<file path="config.mk">
export PLATFORM = sky130hd
export DESIGN_NAME = cpu_top
export DESIGN_NICKNAME = d
export VERILOG_FILES = /design/src/logic/cpu_pkg.sv /design/src/logic/control_fsm.sv /design/src/logic/program_counter.sv /design/src/logic/register_file.sv /design/src/logic/alu.sv /design/src/logic/cpu_top.sv
export VERILOG_INCLUDE_DIRS = /design/src /design/src/logic
export SDC_FILE = /design/constraint.sdc
export NUM_CORES = 1
export LEC_CHECK = 0
export BUFFER_PORTS_ARGS = -buffer_cell sky130_fd_sc_hd__buf_2
export CORE_MARGIN = 2
export CORE_UTILIZATION = 50
export CTS_CLUSTER_DIAMETER = 200
export DETAILED_ROUTE_END_ITERATION = 10
export PLACE_DENSITY_LB_ADDON = 0.15
export SETUP_SLACK_MARGIN = 0.5
export SYNTH_ARGS = -nofsm -noshare
export SYNTH_HDL_FRONTEND = slang
export SYNTH_SLANG_ARGS = --single-unit
</file>
<file path="constraint.sdc">
create_clock -name clock -period 14.49 [get_ports clock]
set_input_delay 2.898 -clock clock [delete_from_list [all_inputs] [get_ports clock]]
set_output_delay 2.898 -clock clock [all_outputs]
set_load 0.02 [all_outputs]
</file>
<file path="src/logic/cpu_consts.svh">
`ifndef CPU_CONSTS_SVH
`define CPU_CONSTS_SVH

// datapath and register file sizes
`define CPU_WIDTH    32
`define CPU_REGS     8
`define CPU_SEL_BITS 3

// instruction word fields
`define OP_LSB       0
`define OP_MSB       5
`define SRC_A_LSB    6
`define SRC_B_LSB    9
`define DEST_LSB     12
`define HIGHLOW_BIT  15
`define IMM_LSB      16
`define IMM_BITS     16

`endif

</file>
<file path="src/logic/cpu_pkg.sv">
package cpu_pkg;

    // store is encoded as 7 and loadi as 8
    typedef enum logic [5:0] {
        op_nop       = 6'd0,
        op_add       = 6'd1,
        op_sub       = 6'd2,
        op_and       = 6'd3,
        op_or        = 6'd4,
        op_xor       = 6'd5,
        op_slt       = 6'd6,
        op_loadi     = 6'd8,
        op_store     = 6'd7,
        op_jump_flag = 6'd9,
        op_jump      = 6'd10,
        op_halt      = 6'd11
    } opcode_t;

    typedef enum logic [1:0] {
        st_fetch   = 2'd0,
        st_execute = 2'd1,
        st_halted  = 2'd2
    } cpu_state_t;

endpackage

</file>
<file path="src/logic/control_fsm.sv">
module control_fsm
    import cpu_pkg::*;
(
    input  logic       clock,
    input  logic       clear,
    input  opcode_t    opcode,
    input  logic       flag_a,
    output cpu_state_t state,
    output logic       reg_write,
    output logic       mem_write,
    output logic       pc_step,
    output logic       pc_jump,
    output logic       halted
);

    cpu_state_t state_next;
    logic       is_execute;
    logic       take_jump;

    always_comb
    begin
        case (state)
            st_fetch:   state_next = st_execute;
            st_execute: state_next = (opcode == op_halt) ? st_halted : st_fetch;
            default:    state_next = st_halted;
        endcase
    end

    always_ff @(posedge clock or posedge clear)
    begin
        if (clear)
            state <= st_fetch;
        else
            state <= state_next;
    end

    // halted follows the state register by one cycle
    always_ff @(posedge clock or posedge clear)
    begin
        if (clear)
            halted <= 1'b0;
        else
            halted <= (state == st_halted);
    end

    assign is_execute = (state == st_execute);
    assign take_jump  = (opcode == op_jump) || ((opcode == op_jump_flag) && flag_a);

    always_comb
    begin
        reg_write = 1'b0;
        mem_write = 1'b0;
        pc_step   = 1'b0;
        pc_jump   = 1'b0;
        if (is_execute)
        begin
            case (opcode)
                op_add, op_sub, op_and, op_or, op_xor, op_slt, op_loadi:
                    reg_write = 1'b1;
                op_store:
                    mem_write = 1'b1;
                default:
                    ;
            endcase
            pc_jump = take_jump;
            pc_step = !take_jump;
        end
    end

    // store strobe only in the execute cycle
    assert property (@(posedge clock) disable iff (clear)
        mem_write |-> state == st_execute);

    assert property (@(posedge clock) disable iff (clear)
        !(pc_step && pc_jump));

endmodule

</file>
<file path="src/logic/program_counter.sv">
`include "cpu_consts.svh"

module program_counter
(
    input  logic                  clock,
    input  logic                  clear,
    input  logic                  pc_step,
    input  logic                  pc_jump,
    input  logic [`IMM_BITS-1:0]  target,
    output logic [`CPU_WIDTH-1:0] pc
);

    always_ff @(posedge clock or posedge clear)
    begin
        if (clear)
            pc <= '0;
        else if (pc_jump)
            pc <= {{(`CPU_WIDTH - `IMM_BITS){1'b0}}, target};
        else if (pc_step)
            pc <= pc + 1'b1;
    end

    // the fsm holds both strobes low outside execute, so fetch must not move pc
    assert property (@(posedge clock) disable iff (clear)
        (!pc_step && !pc_jump) |=> $stable(pc));

endmodule

</file>
<file path="src/logic/register_file.sv">
`include "cpu_consts.svh"

module register_file
(
    input  logic                     clock,
    input  logic                     clear,
    input  logic [`CPU_SEL_BITS-1:0] sel_a,
    input  logic [`CPU_SEL_BITS-1:0] sel_b,
    input  logic [`CPU_SEL_BITS-1:0] sel_dest,
    input  logic                     write,
    input  logic [`CPU_WIDTH-1:0]    write_data,
    input  logic                     write_flag,
    output logic [`CPU_WIDTH-1:0]    reg_a,
    output logic [`CPU_WIDTH-1:0]    reg_b,
    output logic                     flag_a
);

    logic [`CPU_WIDTH-1:0] regs [`CPU_REGS];
    logic [`CPU_REGS-1:0]  flags;

    always_ff @(posedge clock or posedge clear)
    begin
        if (clear)
        begin
            for (int i = 0; i < `CPU_REGS; i++)
            begin
                regs[i] <= '0;
            end
            flags <= '0;
        end
        else if (write)
        begin
            regs[sel_dest]  <= write_data;
            flags[sel_dest] <= write_flag;
        end
    end

    // combinational reads
    assign reg_a  = regs[sel_a];
    assign reg_b  = regs[sel_b];
    assign flag_a = flags[sel_a];

    assert property (@(posedge clock) disable iff (clear)
        write |-> !$isunknown(sel_dest));

endmodule

</file>
<file path="src/logic/alu.sv">
`include "cpu_consts.svh"

module alu
    import cpu_pkg::*;
(
    input  opcode_t               opcode,
    input  logic [`CPU_WIDTH-1:0] operand_a,
    input  logic [`CPU_WIDTH-1:0] operand_b,
    input  logic [`IMM_BITS-1:0]  immediate,
    input  logic                  highlow,
    output logic [`CPU_WIDTH-1:0] result,
    output logic                  result_flag
);

    logic                  less;
    logic [`CPU_WIDTH-1:0] imm_word;

    // unsigned compare
    assign less = (operand_a < operand_b);

    // high half keeps the low half of source a
    assign imm_word = highlow ?
        {immediate, operand_a[`CPU_WIDTH-`IMM_BITS-1:0]} :
        {{(`CPU_WIDTH - `IMM_BITS){1'b0}}, immediate};

    always_comb
    begin
        case (opcode)
            op_add:   result = operand_a + operand_b;
            op_sub:   result = operand_a - operand_b;
            op_and:   result = operand_a & operand_b;
            op_or:    result = operand_a | operand_b;
            op_xor:   result = operand_a ^ operand_b;
            op_slt:   result = {{(`CPU_WIDTH - 1){1'b0}}, less};
            op_loadi: result = imm_word;
            default:  result = '0;
        endcase
    end

    always_comb
    begin
        case (opcode)
            op_slt:
                result_flag = less;
            op_add, op_sub, op_and, op_or, op_xor, op_loadi:
                result_flag = (result == '0);
            default:
                result_flag = 1'b0;
        endcase
    end

endmodule

</file>
<file path="src/logic/cpu_top.sv">
`include "cpu_consts.svh"

module cpu_top
    import cpu_pkg::*;
(
    input  logic                  clock,
    input  logic                  clear,
    input  logic [`CPU_WIDTH-1:0] read_data,
    output logic [`CPU_WIDTH-1:0] address,
    output logic [`CPU_WIDTH-1:0] write_data,
    output logic                  mem_write,
    output logic                  halted
);

    logic [`CPU_WIDTH-1:0]    instr;
    opcode_t                  opcode;
    logic [`CPU_SEL_BITS-1:0] sel_a;
    logic [`CPU_SEL_BITS-1:0] sel_b;
    logic [`CPU_SEL_BITS-1:0] sel_dest;
    logic                     highlow;
    logic [`IMM_BITS-1:0]     immediate;

    cpu_state_t            state;
    logic                  reg_write;
    logic                  pc_step;
    logic                  pc_jump;
    logic [`CPU_WIDTH-1:0] pc;
    logic [`CPU_WIDTH-1:0] reg_a;
    logic [`CPU_WIDTH-1:0] reg_b;
    logic                  flag_a;
    logic [`CPU_WIDTH-1:0] result;
    logic                  result_flag;

    // instruction register loads on the fetch edge
    always_ff @(posedge clock or posedge clear)
    begin
        if (clear)
            instr <= '0;
        else if (state == st_fetch)
            instr <= read_data;
    end

    assign opcode    = opcode_t'(instr[`OP_MSB:`OP_LSB]);
    assign sel_a     = instr[`SRC_A_LSB +: `CPU_SEL_BITS];
    assign sel_b     = instr[`SRC_B_LSB +: `CPU_SEL_BITS];
    assign sel_dest  = instr[`DEST_LSB +: `CPU_SEL_BITS];
    assign highlow   = instr[`HIGHLOW_BIT];
    assign immediate = instr[`IMM_LSB +: `IMM_BITS];

    // stores address memory through source b
    assign address    = (state == st_execute) ? reg_b : pc;
    assign write_data = reg_a;

    control_fsm u_fsm (
        .clock     (clock),
        .clear     (clear),
        .opcode    (opcode),
        .flag_a    (flag_a),
        .state     (state),
        .reg_write (reg_write),
        .mem_write (mem_write),
        .pc_step   (pc_step),
        .pc_jump   (pc_jump),
        .halted    (halted)
    );

    program_counter u_pc (
        .clock   (clock),
        .clear   (clear),
        .pc_step (pc_step),
        .pc_jump (pc_jump),
        .target  (immediate),
        .pc      (pc)
    );

    register_file u_regs (
        .clock      (clock),
        .clear      (clear),
        .sel_a      (sel_a),
        .sel_b      (sel_b),
        .sel_dest   (sel_dest),
        .write      (reg_write),
        .write_data (result),
        .write_flag (result_flag),
        .reg_a      (reg_a),
        .reg_b      (reg_b),
        .flag_a     (flag_a)
    );

    alu u_alu (
        .opcode      (opcode),
        .operand_a   (reg_a),
        .operand_b   (reg_b),
        .immediate   (immediate),
        .highlow     (highlow),
        .result      (result),
        .result_flag (result_flag)
    );

endmodule

</file>
==> out/results.txt, run 1 <==
Die Span Y = 216 um
main flop type after synthesis = dfrtp_1
CP max stage delay = 0.92 ns
Vias/cell = 6.62
Total GRT Usage = 32.3%
CTS buffer count = 38
IO Count = 100
syn avg cell area = 9.99 um^2
number of global-route vias before repair = 18700
crit-path max FO = 38
CP required = 14.92 ns
post-CTS setup buffer count = 0
fin crit period = 6.97 ns
RSZ-0062 raised after global routing = false
PD cells = 234 nW/um^2
worst setup path startpoint = instr[9]$_DFFE_PP0N_
CP top delay family = simple AND/OR/NAND/NOR gates
CTS tree = done
Die Span X = 216 um
number of synthesized flops with an enable pin = 0
Async SR Flop Fraction = 100%
CTS sink cnt = 331
setup tns final = 0 ns
post-DP HPWL = 51700 um
fill cell count = 3878
max-slew violation count = 0
CTS Root Cell = clkbuf_16
Final Hold Viols = 0
CP endpoint kind = flip-flop
antenna viol nets, final = 0
CP Launch Type = flip-flop
Pleak = 11.1 nW
Worst Tran Pin Value = 1.14 ns
full die area = 46800 um^2
crit path buf inv count = 1
Critical Setup Path Class = flip-flop to flip-flop
global-route wire length before repair = 115000 um
critical-path cell list = buf_4 -> mux4_2 -> mux2i_1 -> ha_1 -> or4_1 -> nor3_1 -> o21ai_0 -> a21oi_1 -> a31oi_1 -> or4_1 -> a32oi_1 -> nor4_1 -> nand4b_4 -> a21oi_1
1st-pass router iterations = 6
GRT overflow = 0
Site Rows = 77
syn_nets = 2391
pin count of the biggest net entering global routing = 121
P&R area growth vs syn = 9.18%
slowest CP cell = dfrtp_4
# setup viols final = 0
IO buf count = 99
Ys Warns = 0
CTS Buffer Depth = 3
DRC viols = 0
total wire length = 75500 um
# H-tree levels = 2
maximum VDD drop = 0.000221 V
routability cong. = 1.03
Clock Skews = 0.0152 ns
# nets final = 2393
Final period util = 48.1%
max_cap viols = 0
Synth Register Bits = 331
maximum clock rate = 0.144 GHz
Slew headroom = 24.0%
Tot Pwr = 5.75 mW
Clock Pin Slew Worst Setup and Hold Paths = 0.06 ns
Yosys cell types = 93
area of the core = 44300 um^2
layout cells sized above 1 = 21.6%
wire per inst = 26.2 um
status = finished clean
Hold Path Class = flip-flop to flip-flop
Arr. time, crit path = 7.39 ns
drt initial violations = 2041
via count = 19100
post-cts hold buffer count = 0
initial core utilization = 50.9%
Hold Crit Start = u_regs.regs[73]$_DFFE_PP0P_
post-cts sizing count = 0
reg2reg start = instr[9]$_DFFE_PP0N_
Post-Syn Area = 22500 um^2
worst skew pair latency = 0.58 ns
cells after synthesis = 2256
sequential area share after synthesis = 36.7%
initial antenna violation count = 2
[kinds of logic after synthesis]
family          Yosys count  share of synthesized area [%]
compound gates          619                           17.1
flops                   331                           36.7
fa+ha+maj               101                           5.67
xor+xnor                 15                          0.583
mux                     326                           22.4
simple gates            593                           12.5
buf+inv                 271                           4.95
[worst min-delay path: stages (launching register included)]
cell and delay (ns):
dfrtp_1 0.36, nand2_1 0.05, o21ai_0 0.06
[flip-flops by register name (all words and copies together) (netlist names)]
signal	count
u_fsm.state	2
u_regs.flags	8
instr	32
u_fsm.halted	1
u_regs.regs	256
u_pc.pc	32
[cell usage after synthesis (10+ instances only)]
cell / count / area share [%]
a211oi_1: 17 / 0.57
a21o_1: 14 / 0.47
a21oi_1: 200 / 4.4
a221o_1: 16 / 0.71
a221oi_1: 17 / 0.66
and3_1: 12 / 0.33
buf_1: 26 / 0.43
buf_2: 29 / 0.64
clkbuf_1: 100 / 1.7
dfrtp_1: 331 / 37
ha_1: 99 / 5.5
inv_1: 105 / 1.7
mux2_2: 132 / 6.6
mux2i_1: 64 / 2.8
mux4_2: 130 / 13
nand2_1: 195 / 3.2
nand2b_1: 12 / 0.33
nand3_1: 35 / 0.78
nand4_1: 15 / 0.42
nor2_1: 179 / 3.0
nor2b_1: 23 / 0.64
nor3_1: 31 / 0.69
nor4_1: 26 / 0.72
o211ai_1: 10 / 0.33
o21ai_0: 196 / 4.4
o221ai_1: 11 / 0.43
o31ai_1: 20 / 0.67
or3_1: 13 / 0.36
[per-stage QoR]
step	hold slack, ns	std cells	setup WS (ns)	instance area (um^2)	util [%]
2_1_floorplan	0.459	2256	2.42	22500	-
3_3_place_gp	0.477	2810	7.68	23300	52.6
3_5_place_dp	0.491	2810	7.62	23300	52.6
4_1_cts	0.505	2880	7.61	24600	55.5
5_1_grt	0.533	2880	7.15	24600	55.5
6_report	0.505	2881	7.52	24600	55.5
[layout make-up]
cell class / count / area, um^2 / share of cell area [%]
multi-input cells: 1654 / 13200 / 53.5
well taps: 592 / 741 / 3.01
clock inverters: 11 / 155 / 0.630
repair buffers: 128 / 713 / 2.90
inverters: 105 / 402 / 1.63
diodes: 1 / 2.50 / 0.0102
flip-flops and latches: 331 / 8300 / 33.7
clock buffers: 59 / 1120 / 4.55
[layout by cell type (no fill, tap or decap), drive strengths merged, types with 10 or more instances in the layout]
cell / instances
dfrtp: 331
a21oi: 201
o21ai: 199
nand2: 196
nor2: 181
mux2: 132
mux4: 130
buf: 128
inv: 107
ha: 99
mux2i: 64
clkbuf: 59
nand3: 35
nor3: 32
nor4: 26
nor2b: 23
o31ai: 21
a221oi: 19
a211oi: 17
a221o: 16
nand4: 15
a21o: 14
or3: 13
nand2b: 13
and3: 12
o221ai: 11
a2111oi: 11
o211ai: 10
[power by group]
group | internal, mW | total [mW] | switching [mW]
sequential | 1.14 | 1.49 | 0.347
clock | 0.574 | 0.986 | 0.412
combinational | 1.20 | 3.27 | 2.07
total | 2.92 | 5.75 | 2.83
[worst paths after layout]
path,slack [ns],depth (start not counted),to
min reg2reg,0.50,2,u_regs.regs[73]$_DFFE_PP0P_
max in group asynchronous,9.66,4,u_regs.regs[121]$_DFFE_PP0P_
max,7.52,14,u_regs.flags[7]$_DFFE_PP0P_
min,0.50,2,u_regs.regs[73]$_DFFE_PP0P_
max reg2reg,7.52,14,u_regs.flags[7]$_DFFE_PP0P_
min in group asynchronous,2.49,2,u_regs.regs[132]$_DFFE_PP0P_
[routing by layer]
metal	vias to the layer above	GRT usage, %	part of all wire (%)
li1	8394	-	-
met1	9557	44.6	42
met2	907	49.1	44
met3	196	7.99	9.3
met4	4	12.6	4.3
met5	-	0	0.034
No activity file was read; power rests on OpenSTA's default activity.
==> inputs of run 2 (changes only) <==
==> constraint.sdc (replaced) <==
create_clock -name clock -period 6.3 [get_ports clock]
set_input_delay 1.26 -clock clock [delete_from_list [all_inputs] [get_ports clock]]
set_output_delay 1.26 -clock clock [all_outputs]
set_load 0.02 [all_outputs]
==> out/results.txt, run 2 (synthesis results as in run 1) <==
# setup viols final = 0
Arr. time, crit path = 6.04 ns
CTS tree = done
number of flip-flops in the largest register = 256
CTS Buffer Depth = 3
Critical Setup Path Class = flip-flop to flip-flop
initial antenna violation count = 1
Largest regs = u_regs.regs (256), instr (32), u_pc.pc (32)
Clock Power Share = 16.1%
number of global-route vias before repair = 18600
setup tns final = 0 ns
critical-path cell list = buf_4 -> mux4_2 -> mux2i_1 -> ha_1 -> inv_1 -> a21oi_1 -> o31ai_1 -> a2111oi_0 -> a2111oi_2 -> o32ai_1 -> a21oi_1 -> buf_4 -> and4bb_2 -> nand4b_4 -> a21oi_1
pin count of the biggest net entering global routing = 143
CP endpoint kind = flip-flop
# H-tree levels = 2
post-cts hold buffer count = 0
maximum VDD drop = 0.000356 V
Site Rows = 77
Largest Register = u_regs.regs
most common cell after layout, fill and taps aside = dfrtp_1
GRT overflow = 0
Pleak = 11.5 nW
non-filler instance count after layout = 2957
crit-path max FO = 22
max-slew violation count = 0
CP Launch Type = flip-flop
drt initial violations = 2271
Total GRT Usage = 32.7%
Hold Path Class = flip-flop to flip-flop
CTS sink cnt = 331
Vias/cell = 6.49
fin crit period = 5.55 ns
status = finished clean
# nets final = 2469
Sw Ratio = 48.7%
global-route wire length before repair = 115000 um
via count = 19200
R2R Setup Slk = 0.75 ns
leading cell types in the layout, fill and taps excluded = dfrtp_1, a21oi_1, nand2_1, o21ai_0, nor2_1
IO Count = 100
placed instance count = 2878
post-DP HPWL = 54000 um
CP required = 6.79 ns
RSZ-0062 raised after global routing = false
routability cong. = 0.992
Die Span X = 216 um
reg2reg end = u_regs.flags[7]$_DFFE_PP0P_
CP max stage delay = 0.90 ns
CTS buffer count = 38
Register-to-Register Path Depth = 15
DRC viols = 0
1st-pass router iterations = 5
worst skew pair latency = 0.58 ns
area of the core = 44300 um^2
Comb pwr share = 59.1%
Slew headroom = 25.0%
layout cells sized above 1 = 24.2%
full die area = 46800 um^2
Die Span Y = 216 um
initial core utilization = 50.9%
Top cell by count, worst path = a21oi_1
P_int = 7.03 mW
Clock Skews = 0.0273 ns
slowest CP cell = a2111oi_0
CP top delay family = compound AO/OA/AOI/OAI gates
antenna viol nets, final = 0
number of cells on the critical path = 15
Clock Pin Slew Worst Setup and Hold Paths = 0.06 ns
P&R area growth vs syn = 12.1%
PD cells = 542 nW/um^2
reg2reg start = instr[6]$_DFFE_PP0N_
CTS Root Cell = clkbuf_16
maximum clock rate = 0.180 GHz
Final Hold Viols = 0
max_cap viols = 0
Worst Setup EP = u_regs.flags[7]$_DFFE_PP0P_
Final period util = 88.1%
total wire length = 76800 um
Worst Tran Pin Value = 1.12 ns
wire per inst = 26.0 um
Sequential Power Share = 24.8%
fill cell count = 3905
crit path buf inv count = 3
IO buf count = 99
worst setup path startpoint = instr[6]$_DFFE_PP0N_
Psw = 6.68 mW
[run 2: changes by cell type in the layout (fill, tap and decap cells not counted), sizes merged]
cell / before / now
buf: 128 / 204
clkbuf: 59 / 62
clkinv: 6 / 3
bufinv: 2 / 1
clkinvlp: 1 / 2
[run 2: worst min-delay path by stage]
stage,start,endpoint,slack [ns],cells after the start
detailed placement,u_regs.regs[72]$_DFFE_PP0P_,u_regs.regs[72]$_DFFE_PP0P_,0.49,2
global placement,u_regs.regs[146]$_DFFE_PP0P_,u_regs.regs[146]$_DFFE_PP0P_,0.48,2
finish,u_regs.regs[143]$_DFFE_PP0P_,u_regs.regs[143]$_DFFE_PP0P_,0.50,2
global route,u_regs.regs[66]$_DFFE_PP0P_,u_regs.regs[66]$_DFFE_PP0P_,0.53,2
floorplan,u_fsm.state[0]$_DFF_PP0_,u_fsm.halted$_DFF_PP0_,0.46,1
CTS,u_regs.regs[72]$_DFFE_PP0P_,u_regs.regs[72]$_DFFE_PP0P_,0.50,2
[run 2: repair_timing]
action	in CTS	in global routing
setup buffers	0	8
endpoints found under the hold margin	0	0
pin swaps	0	2
resized for setup	4	8
setup endpoints to repair	8	16
[run 2: cell type report]
| type | instances | area (um^2) | share of cell area, % |
|---|---|---|---|
| clock buffer | 62 | 1110 | 4.40 |
| timing repair buffer | 204 | 1370 | 5.41 |
| antenna | 1 | 2.50 | 0.00990 |
| sequential | 331 | 8300 | 32.9 |
| inverter | 105 | 398 | 1.57 |
| clock inverter | 8 | 126 | 0.500 |
| tap | 592 | 741 | 2.93 |
| multi-input combinational | 1654 | 13200 | 52.3 |
[run 2: power groups by stage]
stage	Sequential, mW	Combinational (mW)	Clock [mW]
2_1_floorplan	2.94	5.57	0
4_1_cts	3.44	7.77	2.25
3_5_place_dp	3.47	7.72	0
6_report	3.40	8.10	2.21
5_1_grt	3.47	8.67	2.32
3_3_place_gp	3.44	7.67	0
[run 2: through the flow]
step / setup slack [ns] / utilization (%) / hold slack, ns / total power [mW] / area (um^2)
final: 0.749 / 57.0 / 0.502 / 13.7 / 25300
after global routing: 0.522 / 57.0 / 0.531 / 14.5 / 25300
after CTS: 0.582 / 56.7 / 0.501 / 13.5 / 25100
after detailed placement: 0.119 / 53.9 / 0.488 / 11.2 / 23900
after global placement: 0.191 / 53.9 / 0.477 / 11.1 / 23900
after floorplan: 0.619 / - / 0.459 / 8.51 / 22500
[run 2: routing by layer]
layer  GRT usage, %  routed length, um  vias up
met5              0                  0        -
met2           51.0              34600      886
li1               -                  -     8556
met1           46.3              33100     9612
met3           5.67               6410      151
met4           11.3               2620        0
[run 2: tightest hold or removal path, delay by kind of cell (launching register included)]
kind | cells | cell delay, ns
flip-flops | 1 | 0.36
AND/OR/NAND/NOR | 1 | 0.05
AO/OA/AOI/OAI | 1 | 0.06
